## src/verilog/lsu_pkg.sv

```systemverilog
package lsu_pkg;

    // data path and instruction widths
    localparam int XLEN    = 64;
    localparam int INSTR_W = 32;

    // major opcode field, instruction bits [6:2]
    localparam logic [4:0] OPC_LOAD  = 5'b00000;
    localparam logic [4:0] OPC_STORE = 5'b01000;

    typedef enum logic [3:0] {
        LB,
        LH,
        LW,
        LD,
        LBU,
        LHU,
        LWU,
        SB,
        SH,
        SW,
        SD,
        OP_ILLEGAL
    } mem_op_e;

    typedef enum logic [1:0] {
        ST_OK,
        ST_MISALIGNED,
        ST_ILLEGAL
    } rsp_status_e;

    // request as handed over by the core
    typedef struct packed {
        logic [INSTR_W-1:0] instr;
        logic [XLEN-1:0]    addr;
        logic [XLEN-1:0]    wdata;
    } ls_req_t;

    // decoded command for the datapath
    typedef struct packed {
        mem_op_e         op;
        logic [XLEN-1:0] addr;
        logic [XLEN-1:0] wdata;
    } ls_cmd_t;

    typedef struct packed {
        logic [XLEN-1:0] data;
        rsp_status_e     status;
    } ls_rsp_t;

endpackage

```

## src/verilog/ls_rsp_port.sv

```systemverilog
`timescale 1ns/1ps

module ls_rsp_port (
    input  logic             clk,
    input  logic             rst_i,
    input  logic             rsp_valid_i,
    input  lsu_pkg::ls_rsp_t rsp_i,
    output logic             idle_o,
    output logic             rsp_req_o,
    input  logic             rsp_ack_i,
    output lsu_pkg::ls_rsp_t rsp_data_o
);

    typedef enum logic [1:0] {
        IDLE,
        WAIT_ACK,
        WAIT_DROP
    } state_e;

    state_e           state_q;
    lsu_pkg::ls_rsp_t rsp_q;

    always_ff @(posedge clk) begin
        if (rst_i) begin
            state_q <= IDLE;
        end else begin
            case (state_q)
                IDLE: begin
                    if (rsp_valid_i) begin
                        state_q <= WAIT_ACK;
                    end
                end
                WAIT_ACK: begin
                    if (rsp_ack_i) begin
                        state_q <= WAIT_DROP;
                    end
                end
                WAIT_DROP: begin
                    // consumer must release ack before the next response
                    if (!rsp_ack_i) begin
                        state_q <= IDLE;
                    end
                end
                default: state_q <= IDLE;
            endcase
        end
    end

    // response held steady until the next handover
    always_ff @(posedge clk) begin
        if (state_q == IDLE && rsp_valid_i) begin
            rsp_q <= rsp_i;
        end
    end

    assign idle_o     = (state_q == IDLE);
    assign rsp_req_o  = (state_q == WAIT_ACK);
    assign rsp_data_o = rsp_q;

endmodule

```

## config.mk

```make
export PLATFORM = sky130hd
export DESIGN_NAME = ls_rsp_port
export DESIGN_NICKNAME = d
export VERILOG_FILES = /design/src/verilog/lsu_pkg.sv /design/src/verilog/ls_rsp_port.sv
export SDC_FILE = /design/constraint.sdc
export NUM_CORES = 1
export LEC_CHECK = 0
export BUFFER_PORTS_ARGS = -buffer_cell sky130_fd_sc_hd__buf_2
export CAP_MARGIN = 20
export CORE_MARGIN = 2
export CORE_UTILIZATION = 30
export DETAILED_ROUTE_END_ITERATION = 12
export SYNTH_ARGS = -nofsm -noshare
export SYNTH_HDL_FRONTEND = slang
export SYNTH_SLANG_ARGS = --single-unit
```

## constraint.sdc

```tcl
create_clock -name clk -period 6.1 [get_ports clk]
set_input_delay 1.22 -clock clk [delete_from_list [all_inputs] [get_ports clk]]
set_output_delay 1.22 -clock clk [all_outputs]
set_load 0.02 [all_outputs]
```

==> flow_metrics.env <==
export IMPL_wl_um=4270
export IMPL_slew_viol_final=0
export IMPL_worstPathMaxFanout=34
export IMPL_placed_area_um2=2874
export IMPL_yosys_top_cells_count="edfxtp_1 (66), dfxtp_1 (2), nand2b_1 (2)"
export IMPL_fp_dieArea_um2=7613
export IMPL_yosysWarnings=0
export IMPL_grt_max_degree=35
export IMPL_synth_most_common_cell="edfxtp_1"
export IMPL_status="completed"
export IMPL_synthAdderAreaFrac_pct=0
export IMPL_reg2reg_setup_slack_ns=4.07
export IMPL_fillers=612
export IMPL_syn_inst=76
export IMPL_synth_distinct_cells=9
export IMPL_setup_worst_path_end_class="flop"
export IMPL_clk_pin_slew_worst_paths_ns=0.07
export IMPL_ir_drop_v=0.0001574
export IMPL_initial_core_util_pct=30.78
export IMPL_max_slew_worst_pin_slew_ns=0.7782
export IMPL_synthSimpleGateAreaFrac_pct=1.986
export IMPL_clock_sinks=68
export IMPL_drive_gt1_share_pct=67.25
export IMPL_vias_per_cell=4.058
export IMPL_hold_violations=0
export IMPL_critPathLaunch="rsp_valid_i"
export IMPL_synth_area_mux_share_pct=0
export IMPL_netlist_area_um2=2079
export IMPL_drtPass1Iterations=4
export IMPL_synth_area_per_cell_um2=27.36
export IMPL_timing_rr_end="rsp_data_o[36]"
export IMPL_cp_required_ns=6.09
export IMPL_antenna_found_initial=1
export IMPL_skew_ns=0.005639
export IMPL_leakagePower_nw=1.299
export IMPL_syn_to_final_growth_pct=47.35
export IMPL_antenna_left=0
export IMPL_die_h_um=87.26
export IMPL_p_int_mw=0.7756
export IMPL_async_flop_share_pct=0
export IMPL_comb_power_share_pct=10.7
export IMPL_fin_setup_tns_ns=0
export IMPL_synth_flop_cell="edfxtp_1"
export IMPL_pwr_share_seq_pct=54.8
export IMPL_cts_hold_buf=0
export IMPL_netSwitchingPower_mw=0.2437
export IMPL_synth_top_area_share_pct=95.31
export IMPL_p_sw_share_pct=23.91
export IMPL_gp_congestion=0.6432
export IMPL_yosysTopAreaCell="edfxtp_1"
export IMPL_synthTopCellsByArea="edfxtp_1 (95%), dfxtp_1 (1.9%), nand2b_1 (0.60%)"
export IMPL_synth_nets=146
export IMPL_wl_per_cell_um=13.82
export IMPL_drtIter0Drc=59
export IMPL_postCtsResizedCells=0
export IMPL_post_cts_buffers=0
export IMPL_fmax_ghz=0.4032
export IMPL_core_area_um2=6756
export IMPL_dp_cells=294
export IMPL_io_buffers=137
export IMPL_synth_top_family_by_area="simple AND/OR/NAND/NOR gates"
export IMPL_synth_edf_count=66
export IMPL_synth_seq_cells=68
export IMPL_start_kind="input port"
export IMPL_setup_viol=0
export IMPL_row_count=30
export IMPL_die_w_um=87.26
export IMPL_stdcell_area_um2=3064
export IMPL_gr_usage_all_layers_pct=11.66
export IMPL_grt_pass1_vias=1267
export IMPL_critPathCapture="rsp_data_o[36]"
export IMPL_power_density_nw_per_um2=332.6
export IMPL_antennaDiodeCount=0
export IMPL_cp_arrival_ns=2.47
export IMPL_fin_cells=309
export IMPL_reg2regPathDepth=3
export IMPL_cts_root_buf="clkbuf_8"
export IMPL_dp_hpwl_um=3158
export IMPL_gr_total_overflow=0
export IMPL_period_needed_ns=2.480
export IMPL_drc=0
export IMPL_regToRegStartpoint="state_q[1]"
export IMPL_whs_ns=0.5117
export IMPL_min_period_over_period_pct=40.66
export IMPL_cap_violations=0
export IMPL_h_tree_depth=3
export IMPL_io_pins=138
export IMPL_clk_latency_ns=0.33
export IMPL_synth_compound_area_share_pct=0.3610
export IMPL_grt_pass1_wl_um=6189
export IMPL_synth_xor_area_share_pct=0.4212
export IMPL_cts_buffer_depth=2
export IMPL_cts_buffers=9
export IMPL_pwr_share_clk_pct=34.4
export IMPL_hold_class="reg2reg"
export IMPL_worstSetupPathType="in2reg"
export IMPL_ys_seq_area_share_pct=97.23
export IMPL_relSlewSlack_pct=48.12
export IMPL_nets=295
export IMPL_vias=1254
export IMPL_rsz0062_at_grt="false"
export IMPL_cts_tree="yes"
[state kept, by name, summed over array words and instances, names as in the netlist]
| register | count |
|---|---|
| rsp_data_o | 66 |
| state_q | 2 |
[cell families after synthesis]
logic type,Yosys count
xor gates and xnor gates,1
AOI/OAI and AO/OA,1
and+or+nand+nor,6
DFF,68
[critical path, cell delays in order]
cell	delay [ns]
buf_2	0.08
and2_2	0.65
buf_4	0.49
[metrics by stage]
| step | total power [mW] | worst slack (ns) | util [%] |
|---|---|---|---|
| 3_3_place_gp | 0.6796 | 3.250 | 42.54 |
| 4_1_cts | 1.035 | 3.584 | 45.35 |
| 5_1_grt | 1.063 | 3.505 | 45.35 |
| 2_1_floorplan | 0.6270 | 2.898 | - |
| 3_5_place_dp | 0.6813 | 3.212 | 42.54 |
| 6_report | 1.019 | 3.620 | 45.35 |
[cell type report]
class                           instances  area [µm²]  area share, %
Sequential cell                        68        2022          65.99
Tap cell                               80       100.1          3.267
Clock buffer                            9       123.9          4.042
Timing Repair Buffer                  138       693.2          22.62
Multi-Input combinational cell          8       58.81          1.919
Clock inverter                          6       66.31          2.164
[power groups by stage]
| stage | Combinational (mW) | Sequential [mW] | Clock [mW] |
|---|---|---|---|
| 3_5_place_dp | 0.112 | 0.569 | 0 |
| 3_3_place_gp | 0.110 | 0.569 | 0 |
| 5_1_grt | 0.118 | 0.562 | 0.383 |
| 2_1_floorplan | 0.0154 | 0.612 | 0 |
| 4_1_cts | 0.112 | 0.560 | 0.364 |
| 6_report | 0.110 | 0.559 | 0.351 |
[cells in the final DEF (no fill, tap or decap)]
| cell type | instances |
|---|---|
| bufinv_16 | 1 |
| nor2_1 | 1 |
| buf_4 | 1 |
| edfxtp_1 | 66 |
| a211oi_1 | 1 |
| clkinv_4 | 2 |
| clkinvlp_4 | 2 |
| and2_2 | 1 |
| clkinv_1 | 1 |
| buf_2 | 137 |
| clkbuf_8 | 9 |
| xnor2_1 | 1 |
| nand2b_1 | 2 |
| nor3b_2 | 1 |
| nor2b_1 | 1 |
| dfxtp_1 | 2 |
[worst min-delay path by stage]
stage	cells past startpoint	to	slack, ns	from
after floorplan	1	state_q[0]	0.46	state_q[1]
after global placement	1	state_q[0]	0.49	state_q[1]
after detailed placement	1	state_q[0]	0.49	state_q[1]
after CTS	1	state_q[0]	0.51	state_q[1]
after global routing	1	state_q[0]	0.55	state_q[1]
final	1	state_q[0]	0.51	state_q[1]
[metal layers]
metal	GRT usage, %	routed length [µm]
met1	13.18	1631
met2	15.56	1942
met3	8.626	630
met4	7.133	51
met5	0	13
Note: power is estimated with default switching activity, not from simulation.
