$ cat src/verilog/lsu_pkg.sv
package lsu_pkg;

    // data path and instruction widths
    localparam int XLEN    = 64;
    localparam int INSTR_W = 32;

    // major opcode field, instruction bits [6:2]
    localparam logic [4:0] OPC_LOAD  = 5'b00000;
    localparam logic [4:0] OPC_STORE = 5'b01000;

    typedef enum logic [3:0] {
        LB,
        LH,
        LW,
        LD,
        LBU,
        LHU,
        LWU,
        SB,
        SH,
        SW,
        SD,
        OP_ILLEGAL
    } mem_op_e;

    typedef enum logic [1:0] {
        ST_OK,
        ST_MISALIGNED,
        ST_ILLEGAL
    } rsp_status_e;

    // request as handed over by the core
    typedef struct packed {
        logic [INSTR_W-1:0] instr;
        logic [XLEN-1:0]    addr;
        logic [XLEN-1:0]    wdata;
    } ls_req_t;

    // decoded command for the datapath
    typedef struct packed {
        mem_op_e         op;
        logic [XLEN-1:0] addr;
        logic [XLEN-1:0] wdata;
    } ls_cmd_t;

    typedef struct packed {
        logic [XLEN-1:0] data;
        rsp_status_e     status;
    } ls_rsp_t;

endpackage

$ cat src/verilog/ls_decode.sv
`timescale 1ns/1ps

module ls_decode (
    input  logic [lsu_pkg::INSTR_W-1:0] instr_i,
    output lsu_pkg::mem_op_e            op_o
);

    logic [2:0] funct3;
    logic [4:0] opcode;
    logic       full_len;

    assign funct3   = instr_i[14:12];
    assign opcode   = instr_i[6:2];
    // compressed encodings are not memory ops here
    assign full_len = (instr_i[1:0] == 2'b11);

    always_comb begin
        op_o = lsu_pkg::OP_ILLEGAL;
        if (full_len && opcode == lsu_pkg::OPC_LOAD) begin
            case (funct3)
                3'b000:  op_o = lsu_pkg::LB;
                3'b001:  op_o = lsu_pkg::LH;
                3'b010:  op_o = lsu_pkg::LW;
                3'b011:  op_o = lsu_pkg::LD;
                3'b100:  op_o = lsu_pkg::LBU;
                3'b101:  op_o = lsu_pkg::LHU;
                3'b110:  op_o = lsu_pkg::LWU;
                default: op_o = lsu_pkg::OP_ILLEGAL;
            endcase
        end else if (full_len && opcode == lsu_pkg::OPC_STORE) begin
            // stores have no unsigned variants
            case (funct3)
                3'b000:  op_o = lsu_pkg::SB;
                3'b001:  op_o = lsu_pkg::SH;
                3'b010:  op_o = lsu_pkg::SW;
                3'b011:  op_o = lsu_pkg::SD;
                default: op_o = lsu_pkg::OP_ILLEGAL;
            endcase
        end
    end

endmodule

$ cat src/verilog/ls_req_port.sv
`timescale 1ns/1ps

module ls_req_port (
    input  logic             clk,
    input  logic             rst_i,
    input  logic             req_i,
    input  lsu_pkg::ls_req_t req_data_i,
    output logic             ack_o,
    input  logic             busy_i,
    output logic             cmd_valid_o,
    output lsu_pkg::ls_cmd_t cmd_o
);

    typedef enum logic {
        WAIT_REQ,
        WAIT_DROP
    } state_e;

    state_e           state_q;
    lsu_pkg::mem_op_e dec_op;

    ls_decode u_decode (
        .instr_i (req_data_i.instr),
        .op_o    (dec_op)
    );

    // take a request only while idle and the datapath is free
    assign cmd_valid_o = (state_q == WAIT_REQ) && req_i && !busy_i;

    assign cmd_o.op    = dec_op;
    assign cmd_o.addr  = req_data_i.addr;
    assign cmd_o.wdata = req_data_i.wdata;

    // ack is high for the whole drop phase
    assign ack_o = (state_q == WAIT_DROP);

    always_ff @(posedge clk) begin
        if (rst_i) begin
            state_q <= WAIT_REQ;
        end else begin
            case (state_q)
                WAIT_REQ: begin
                    if (cmd_valid_o) begin
                        state_q <= WAIT_DROP;
                    end
                end
                WAIT_DROP: begin
                    // requester releases req after seeing ack
                    if (!req_i) begin
                        state_q <= WAIT_REQ;
                    end
                end
                default: begin
                    state_q <= WAIT_REQ;
                end
            endcase
        end
    end

endmodule

$ cat config.mk
export PLATFORM = sky130hd
export DESIGN_NAME = ls_req_port
export DESIGN_NICKNAME = d
export VERILOG_FILES = /design/src/verilog/lsu_pkg.sv /design/src/verilog/ls_decode.sv /design/src/verilog/ls_req_port.sv
export SDC_FILE = /design/constraint.sdc
export NUM_CORES = 1
export LEC_CHECK = 0
export ABC_AREA = 1
export BUFFER_PORTS_ARGS = -buffer_cell sky130_fd_sc_hd__clkbuf_2
export CORE_AREA = 3 3 113 115
export DETAILED_ROUTE_END_ITERATION = 7
export DIE_AREA = 0 0 116 118
export GPL_ROUTABILITY_DRIVEN = 0
export REMOVE_ABC_BUFFERS = 1
export SLEW_MARGIN = 25
export SYNTH_ARGS = -nofsm -noshare
export SYNTH_HDL_FRONTEND = slang
export SYNTH_SLANG_ARGS = --single-unit
export TNS_END_PERCENT = 20
$ cat constraint.sdc
create_clock -name clk -period 0.8 [get_ports clk]
set_input_delay 0.16 -clock clk [delete_from_list [all_inputs] [get_ports clk]]
set_output_delay 0.16 -clock clk [all_outputs]
set_load 0.005 [all_outputs]
==> impl_metrics.json <==
{
  "p_leak_nw": 0.216,
  "pre_cts_slack_ns": -0.272,
  "setup_viol": 4,
  "worstMarginPinSlew_ns": 0.244,
  "synth_area_leaders": "buf_4, nand2_1, inv_1",
  "row_count": 40,
  "finalNonFillerCells": 209,
  "ant_nets": 0,
  "top_level_ports": 298,
  "multi_input_area_sq_um": 190,
  "fin_skew_ns": 0,
  "peakVddDrop_mv": 0.264,
  "netlist_instances": 170,
  "diodes": 0,
  "place.detailed.hpwl_microns": 20400,
  "grt-ovfl-total": 0,
  "drv_cap": 0,
  "dieArea_sq_mm": 0.0137,
  "drive_above_1_share_pct": 58.1,
  "r2r_cells": 3,
  "die_width_microns": 116,
  "grt_util_met3_pct": 49.2,
  "first_pass_iters": 5,
  "wl_per_cell_microns": 99.3,
  "ys_ff_latch": 1,
  "status": "complete, but fails checks",
  "seqCellArea_sq_um": 21.3,
  "path_clk_slew_ns": 0,
  "worstPathRequired_ns": 0.64,
  "first_iter_violations": 115,
  "yosys_warnings": 0,
  "met1_usage_pct": 2.81,
  "fin_ws_ns": -0.246,
  "path_max_fanout": 4,
  "synth_cell_types": 12,
  "synth.top_cell.area_share_pct": 82.5,
  "worstPathArrival_ns": 0.89,
  "start_util_pct": 9.78,
  "synth_top_cell_by_area": "buf_4",
  "placed_cells": 209,
  "busiest_layer": "met2",
  "vias": 777,
  "grt_pass1_vias": 573,
  "relSlewSlack_pct": 83.6,
  "hold_viol": 0,
  "path_class": "in2out",
  "synthToLayoutAreaGrowth_pct": -50.7,
  "core_sq_mm": 0.0119,
  "rsz0062_at_grt": "yes",
  "power_per_cell_area_mw_per_mm2": 355,
  "grtUsageTotal_pct": 29.0,
  "hold_class": "in2reg",
  "start_kind": "input pin",
  "finalNetCount": 228,
  "fmax_ghz": 0.956,
  "grt_max_degree": 6,
  "drt_wl_total_microns": 20800,
  "hold_path_depth": 2,
  "power.total_mw": 0.204,
  "syn_area_sq_mm": 0.00116,
  "largest_reg_flops": 1,
  "yosysSeqAreaShare_pct": 1.72,
  "hold_buffers": 0,
  "antenna_found_initial": 0,
  "n_fill_cell": 1422,
  "via_per_inst": 3.72,
  "grt_pass1_wl_microns": 22300,
  "syn_area_per_cell_sq_um": 6.85,
  "fp.dieH_microns": 118,
  "clk_latency_ns": 0,
  "fin_crit_ns": 1.05,
  "slew_viol_final": 0,
  "drcViolationCount": 0,
  "failed_checks": "negative setup slack",
  "end_kind": "output pin",
  "min_period_over_period_pct": 131,
  "grt_use_met2_pct": 52.8,
  "io_buffers": 19
}
==> routing by layer <==
| metal | share of wire (%) | wire, microns |
|---|---|---|
| met2 | 53 | 10900 |
| met3 | 34 | 7080 |
| met4 | 8.3 | 1720 |
| met5 | 0.66 | 137 |
| met1 | 4.4 | 918 |
==> where the power goes <==
group	internal [mW]	total [mW]	switching (mW)
sequential	0.0543	0.0562	0.00182
combinational	0.0704	0.148	0.0772
clock	0	0	0
total	0.125	0.204	0.0790
==> through the flow <==
step / instance area [sq um] / hold slack [ns] / TNS [ns] / utilization, %
finish: 574 / 0.313 / -0.857 / 4.82
global route: 574 / 0.320 / -1.03 / 4.82
CTS: 513 / 0.321 / -0.901 / 4.31
detailed placement: 490 / 0.321 / -1.03 / 4.12
global placement: 490 / 0.321 / -1.01 / 4.12
floorplan: 204 / 0.232 / 0 / -
==> logic make-up (layout without fill, tap and decap cells) <==
group | after synthesis | in the layout | synth area share, %
buffers and inverters | 139 | 31 | 86.0
and+or+nand+nor | 27 | 27 | 11.0
AOI/OAI and AO/OA | 3 | 3 | 1.29
DFF | 1 | 1 | 1.72
==> final timing paths <==
path / start / end / slack [ns]
worst max-delay path: req_data_i[131] / cmd_o[130] / -0.25
worst min-delay path: rst_i / ack_o$_SDFF_PP0_ / 0.31
worst max register to register: ack_o$_SDFF_PP0_ / ack_o$_SDFF_PP0_ / 0.07
worst min register to register: ack_o$_SDFF_PP0_ / ack_o$_SDFF_PP0_ / 0.56
==> cell usage in the layout, fill, tap and decap left out <==
| cell | synthesis | layout |
|---|---|---|
| nor2_4 | 0 | 4 |
| nand3_1 | 7 | 6 |
| nand2_1 | 12 | 8 |
| buf_6 | 0 | 4 |
| clkbuf_2 | 0 | 13 |
| buf_4 | 128 | 1 |
| inv_4 | 0 | 4 |
| nand2_2 | 0 | 2 |
| inv_2 | 0 | 1 |
| buf_2 | 0 | 2 |
| o21ai_0 | 1 | 1 |
| inv_1 | 11 | 6 |
| dfxtp_2 | 0 | 1 |
| o21ai_1 | 1 | 1 |
| nand3_2 | 0 | 1 |
| nor2_1 | 3 | 2 |
| a21oi_1 | 1 | 1 |
| nor3_1 | 1 | 1 |
| nor3b_2 | 1 | 1 |
| nand2_4 | 0 | 2 |
==> cells in the mapped netlist <==
library cell and count:
buf_4 128, inv_1 11, nor3b_2 1, o21ai_1 1, o21ai_0 1, nor3_1 1
a21oi_1 1, nor2_2 3, dfxtp_1 1, nand3_1 7, nor2_1 3, nand2_1 12
==> worst max-delay path, cell delays in order <==
cell	delay [ns]
buf_6	0.11
inv_4	0.05
nand2_4	0.05
nor2_4	0.17
nand2_1	0.07
o21ai_1	0.13
buf_2	0.15
==> layout make-up <==
class                      instances  share of cell area, %
inverter                          11                   8.93
timing repair buffer              20                   22.2
tap                              147                   32.0
multi-input combinational         30                   33.1
sequential                         1                   3.70
==> timing repair <==
action | CTS | global route
buffers inserted | 0 | 0
hold endpoints to repair | 0 | 0
pin swaps | 2 | 11
endpoints found under the setup margin | 4 | 5
resized for setup | 7 | 25
gates cloned | 0 | 0
(Power assumes the default switching activity.)
