<file path="src/verilog/lsu_pkg.sv">
package lsu_pkg;

    // data path and instruction widths
    localparam int XLEN    = 64;
    localparam int INSTR_W = 32;

    // major opcode field, instruction bits [6:2]
    localparam logic [4:0] OPC_LOAD  = 5'b00000;
    localparam logic [4:0] OPC_STORE = 5'b01000;

    typedef enum logic [3:0] {
        LB,
        LH,
        LW,
        LD,
        LBU,
        LHU,
        LWU,
        SB,
        SH,
        SW,
        SD,
        OP_ILLEGAL
    } mem_op_e;

    typedef enum logic [1:0] {
        ST_OK,
        ST_MISALIGNED,
        ST_ILLEGAL
    } rsp_status_e;

    // request as handed over by the core
    typedef struct packed {
        logic [INSTR_W-1:0] instr;
        logic [XLEN-1:0]    addr;
        logic [XLEN-1:0]    wdata;
    } ls_req_t;

    // decoded command for the datapath
    typedef struct packed {
        mem_op_e         op;
        logic [XLEN-1:0] addr;
        logic [XLEN-1:0] wdata;
    } ls_cmd_t;

    typedef struct packed {
        logic [XLEN-1:0] data;
        rsp_status_e     status;
    } ls_rsp_t;

endpackage

</file>
<file path="src/verilog/ls_datapath.sv">
`timescale 1ns/1ps

module ls_datapath #(
    parameter int ADDR_W = 8
) (
    input  logic                     clk,
    input  logic                     rst_i,
    input  logic                     cmd_valid_i,
    input  lsu_pkg::ls_cmd_t         cmd_i,
    output logic                     busy_o,
    input  logic                     rsp_idle_i,
    output logic                     rsp_valid_o,
    output lsu_pkg::ls_rsp_t         rsp_o,
    output logic [ADDR_W-1:0]        ram_addr_o,
    output logic                     ram_we_o,
    output logic [lsu_pkg::XLEN-1:0] ram_wdata_o,
    input  logic [lsu_pkg::XLEN-1:0] ram_rdata_i
);

    typedef enum logic [2:0] {
        IDLE,
        READ,
        MERGE,
        WRITE,
        DONE
    } state_e;

    state_e                   state_q;
    lsu_pkg::ls_cmd_t         cmd_q;
    lsu_pkg::ls_rsp_t         rsp_q;
    logic [lsu_pkg::XLEN-1:0] wdata_q;
    logic [1:0]               in_size;
    logic [1:0]               cur_size;
    logic                     misaligned;
    logic                     refuse;
    logic                     cur_store;
    logic                     load_signed;
    logic [5:0]               lane_shift;
    logic [lsu_pkg::XLEN-1:0] lane_data;
    logic [lsu_pkg::XLEN-1:0] size_mask;
    logic [lsu_pkg::XLEN-1:0] lane_mask;
    logic [lsu_pkg::XLEN-1:0] load_data;
    logic [lsu_pkg::XLEN-1:0] merged;

    // log2 of the access size in bytes
    function automatic logic [1:0] op_size(input lsu_pkg::mem_op_e op);
        case (op)
            lsu_pkg::LH, lsu_pkg::LHU, lsu_pkg::SH: op_size = 2'd1;
            lsu_pkg::LW, lsu_pkg::LWU, lsu_pkg::SW: op_size = 2'd2;
            lsu_pkg::LD, lsu_pkg::SD:               op_size = 2'd3;
            default:                                op_size = 2'd0;
        endcase
    endfunction

    assign in_size   = op_size(cmd_i.op);
    assign cur_size  = op_size(cmd_q.op);
    assign cur_store = cmd_q.op inside {lsu_pkg::SB, lsu_pkg::SH, lsu_pkg::SW, lsu_pkg::SD};
    assign load_signed = !(cmd_q.op inside {lsu_pkg::LBU, lsu_pkg::LHU, lsu_pkg::LWU});

    // natural alignment check on the incoming command
    always_comb begin
        case (in_size)
            2'd1:    misaligned = cmd_i.addr[0];
            2'd2:    misaligned = |cmd_i.addr[1:0];
            2'd3:    misaligned = |cmd_i.addr[2:0];
            default: misaligned = 1'b0;
        endcase
    end

    assign refuse = (cmd_i.op == lsu_pkg::OP_ILLEGAL) || misaligned;

    // byte lane of the access within the dword
    assign lane_shift = {cmd_q.addr[2:0], 3'b000};
    assign lane_data  = ram_rdata_i >> lane_shift;

    always_comb begin
        case (cur_size)
            2'd0: begin
                load_data = {{(lsu_pkg::XLEN-8){load_signed & lane_data[7]}}, lane_data[7:0]};
                size_mask = {{(lsu_pkg::XLEN-8){1'b0}}, 8'hff};
            end
            2'd1: begin
                load_data = {{(lsu_pkg::XLEN-16){load_signed & lane_data[15]}},
                             lane_data[15:0]};
                size_mask = {{(lsu_pkg::XLEN-16){1'b0}}, 16'hffff};
            end
            2'd2: begin
                load_data = {{(lsu_pkg::XLEN-32){load_signed & lane_data[31]}},
                             lane_data[31:0]};
                size_mask = {{(lsu_pkg::XLEN-32){1'b0}}, 32'hffff_ffff};
            end
            default: begin
                load_data = lane_data;
                size_mask = '1;
            end
        endcase
    end

    // new bytes replace only their own lanes
    assign lane_mask = size_mask << lane_shift;
    assign merged    = (ram_rdata_i & ~lane_mask) | ((cmd_q.wdata << lane_shift) & lane_mask);

    always_ff @(posedge clk) begin
        if (rst_i) begin
            state_q <= IDLE;
        end else begin
            case (state_q)
                IDLE: begin
                    if (cmd_valid_i) begin
                        state_q <= refuse ? DONE : READ;
                    end
                end
                READ:    state_q <= MERGE;
                MERGE:   state_q <= cur_store ? WRITE : DONE;
                WRITE:   state_q <= DONE;
                DONE: begin
                    // hold the result until the sender is free
                    if (rsp_idle_i) begin
                        state_q <= IDLE;
                    end
                end
                default: state_q <= IDLE;
            endcase
        end
    end

    always_ff @(posedge clk) begin
        if (state_q == IDLE && cmd_valid_i) begin
            cmd_q      <= cmd_i;
            rsp_q.data <= '0;
            if (cmd_i.op == lsu_pkg::OP_ILLEGAL) begin
                rsp_q.status <= lsu_pkg::ST_ILLEGAL;
            end else if (misaligned) begin
                rsp_q.status <= lsu_pkg::ST_MISALIGNED;
            end else begin
                rsp_q.status <= lsu_pkg::ST_OK;
            end
        end
        if (state_q == MERGE) begin
            if (!cur_store) begin
                rsp_q.data <= load_data;
            end
            wdata_q <= merged;
        end
    end

    assign busy_o      = (state_q != IDLE);
    assign rsp_valid_o = (state_q == DONE) && rsp_idle_i;
    assign rsp_o       = rsp_q;

    assign ram_addr_o  = cmd_q.addr[ADDR_W+2:3];
    assign ram_we_o    = (state_q == WRITE);
    assign ram_wdata_o = wdata_q;

endmodule

</file>
<file path="config.mk">
export PLATFORM = sky130hd
export DESIGN_NAME = ls_datapath
export DESIGN_NICKNAME = d
export VERILOG_FILES = /design/src/verilog/lsu_pkg.sv /design/src/verilog/ls_datapath.sv
export SDC_FILE = /design/constraint.sdc
export NUM_CORES = 1
export LEC_CHECK = 0
export ABC_AREA = 0
export BUFFER_PORTS_ARGS = -buffer_cell sky130_fd_sc_hd__buf_4
export CAP_MARGIN = 10
export CORE_MARGIN = 3
export CORE_UTILIZATION = 30
export CTS_BUF_LIST = sky130_fd_sc_hd__clkbuf_8 sky130_fd_sc_hd__clkbuf_16
export CTS_CLUSTER_SIZE = 25
export DETAILED_ROUTE_END_ITERATION = 6
export PLACE_DENSITY = 0.56
export SETUP_SLACK_MARGIN = 0.5
export SLEW_MARGIN = 15
export SYNTH_ARGS = -nofsm -noshare
export SYNTH_HDL_FRONTEND = slang
export SYNTH_SLANG_ARGS = --single-unit
</file>
<file path="constraint.sdc">
create_clock -name clk -period 7.9 [get_ports clk]
set_input_delay 1.58 -clock clk [delete_from_list [all_inputs] [get_ports clk]]
set_output_delay 1.58 -clock clk [all_outputs]
set_load 0.02 [all_outputs]
</file>
==> impl_metrics.toml <==
[synth]
post_synth_mux_area_share_pct = 21.2
synthesis.nets = 1196
synth_warnings = 0
syn_area_sq_um = 11600
leading_post_synthesis_cells_by_cell_area = "sky130_fd_sc_hd__edfxtp_1, sky130_fd_sc_hd__dfxtp_1, sky130_fd_sc_hd__mux4_2"
area_fraction_in_compound_gates_after_synthesis_pct = 15.0
synth_sequential_area_ratio_pct = 49.5
synth.largest_area_cell = "sky130_fd_sc_hd__edfxtp_1"
synthFlopType = "sky130_fd_sc_hd__edfxtp_1"
post_synth_fa_ha_maj_area_fraction_pct = 0.648
count_of_flip_flops_with_a_built_in_enable_after_synthesis = 145
synth-seq-cells = 214
synth_top_cell_area_share_pct = 37.6
basic_gate_share_of_the_synthesized_area_counting_and_or_nand_and_nor_cells_pct = 9.61
synth.avg_cell_area_sq_um = 11.7
main_combinational_cell_family_by_area_after_synthesis = "multiplexers"
ys_async_sr_fraction_pct = 0
synthesis.instances = 990
synthDistinctLibCells = 54
synth_area_in_xor_xnor_pct = 0.0756
post-synth-top-count-cell = "sky130_fd_sc_hd__edfxtp_1"
synth.top_cells.by_count = "sky130_fd_sc_hd__edfxtp_1, sky130_fd_sc_hd__nor2_1, sky130_fd_sc_hd__a21oi_1"

[flow_run]
drv.max_cap_violation_count = 0

[worst_setup_path]
crit_path_max_fanout = 71
crit_type = "flop to flop"
worst_setup_path_start_kind = "flop"
cp.required_ns = 8.28
rr_startpoint = "cmd_q[65]"
worstSetupEndpointType = "flop"
worst_setup_path_startpoint = "cmd_q[65]"
worst_ep_arrival_time_ns = 3.97

[place]
dpl.hpwl_microns = 30000
post_dp_cell_area_sq_um = 14100
placedCellCount = 1720
gp_routability_congestion = 0.835
portBuffers = 287

[power]
power.leakage_nw = 5.92
power-per-cell-area_nw_per_um2 = 232
peak_vdd_ir_uv = 131

[sta]
setup_total_negative_slack_ns = 0
hold_ws_ns = 0.456
final_max_slew_viol_count = 0
rsz0062_at_grt = "no"
timing.final.crit_share_pct = 45.4
clock_skew_ns = 0.0183
actual_slew_at_the_worst_max_slew_pin_ns = 1.13
period_minus_slack_ns = 3.59
max_freq_mhz = 279
slew-limit-headroom_pct = 24.5
hold_violation_total_from_the_final_report = 0
setup_violations = 0

[routing]
drc = 0
via_count = 9273
finalWirelength_microns = 41800
antenna_violating_nets_post_route = 0
firstDrtPassIters = 5
drt_iter0_markers = 698
routedWlPerCell_microns = 23.7
via_per_inst = 5.25

[floorplanning]
floorplan.io_pins = 341
floorplan.rows = 71
die-area_sq_um = 41000
initial_cell_density_of_the_core_pct = 30.6
die_height_microns = 203
die_w_microns = 203
core-area_sq_um = 37800

[finish]
final_design_area_no_fill_sq_um = 14900
finish.net_count = 1442
stdcell_count = 1765
synthToLayoutAreaGrowth_pct = 28.8
antenna_cells = 0
final_layout_size_suffix_gt1_share_pct = 38.7
finish.utilization_pct = 39.4

[clock_network]
cts.root.buffer_cell = "sky130_fd_sc_hd__clkbuf_16"
post_cts_resized = 0
insertion_delay_ns = 0.54
cts_inserted_buffers = 25
hold_buffers = 0
cts_num_sinks = 214
htree_levels = 1
tritoncts_clock_tree = "yes"
post-cts-setup-buffers = 0
clkSlewWorstSetupHoldPaths_ns = 0.06
clockBufferDepth = 3

[hold_path]
min_path_type = "flop to flop"
hold_start = "rsp_o[17]"

[grt]
grt_antenna_before_repair = 0
grt_pass1_wl_microns = 61300
gr-total-overflow = 0
grt_pass1_vias = 9144
grt_start_max_net_pins = 146
grt_usage_pct = 19.8

[run_status]
status = "completed"
## cell families after synthesis
logic type,after synthesis
compound gates,266
xor+xnor,1
flops,214
fa+ha+maj,6
simple gates,243
mux,166
buf+inv,94
## cell usage in the layout, fill, tap and decap left out, drive strengths merged, types with 30 or more instances in the layout
cell type and n:
mux4 59, nand2 66, buf 305, mux2i 64
clkbuf 30, o21ai 47, edfxtp 145, a21oi 128
dfxtp 69, mux2 43, nor2 98
## path summary, 6_finish.rpt
| kind | end | slack (ns) | cells past startpoint |
|---|---|---|---|
| worst max-delay path | rsp_o[65] | 4.31 | 8 |
| worst min-delay path | rsp_o[17] | 0.46 | 2 |
| worst max register to register | rsp_o[65] | 4.31 | 8 |
| worst min register to register | rsp_o[17] | 0.46 | 2 |
## state kept, by name, indices dropped and copies added (netlist names)
signal       cells
ram_addr_o       8
cur_size         2
rsp_o           66
ram_wdata_o     64
state_q          3
cmd_q           71
## worst max-delay path: stages (launching register included)
cell	delay (ns)
sky130_fd_sc_hd__edfxtp_1	0.33
sky130_fd_sc_hd__buf_4	0.48
sky130_fd_sc_hd__buf_4	0.80
sky130_fd_sc_hd__mux2i_1	0.37
sky130_fd_sc_hd__mux4_2	0.37
sky130_fd_sc_hd__o32ai_4	0.18
sky130_fd_sc_hd__a21oi_4	0.17
sky130_fd_sc_hd__buf_4	0.48
sky130_fd_sc_hd__a31oi_1	0.15
## stage by stage
step           power, mW  worst slack (ns)
2_1_floorplan       2.03              3.61
5_1_grt             3.63              4.07
3_5_place_dp        2.40              3.77
4_1_cts             3.50              4.32
3_3_place_gp        2.39              3.78
6_report            3.46              4.31
## power by group
| group | internal (mW) | switching [mW] |
|---|---|---|
| combinational | 0.398 | 0.584 |
| clock | 0.627 | 0.459 |
| sequential | 1.33 | 0.0657 |
| total | 2.36 | 1.11 |
## metal layers
metal	up-vias	wire length [microns]	track usage, %
met3	55	3740	5.36
met5	-	0	0
met4	0	1050	5.15
met1	4564	18500	28.0
li1	4242	-	-
met2	412	18500	30.4
## layout make-up
| class | instances | area (sq um) |
|---|---|---|
| repair buffers | 305 | 2300 |
| inverters | 8 | 31.3 |
| clock inverters | 15 | 63.8 |
| well taps | 511 | 639 |
| multi-input cells | 682 | 5440 |
| fillers | 3798 | 22900 |
| flip-flops and latches | 214 | 5740 |
| clock buffers | 30 | 706 |
Power figures use the tool's default switching activity.
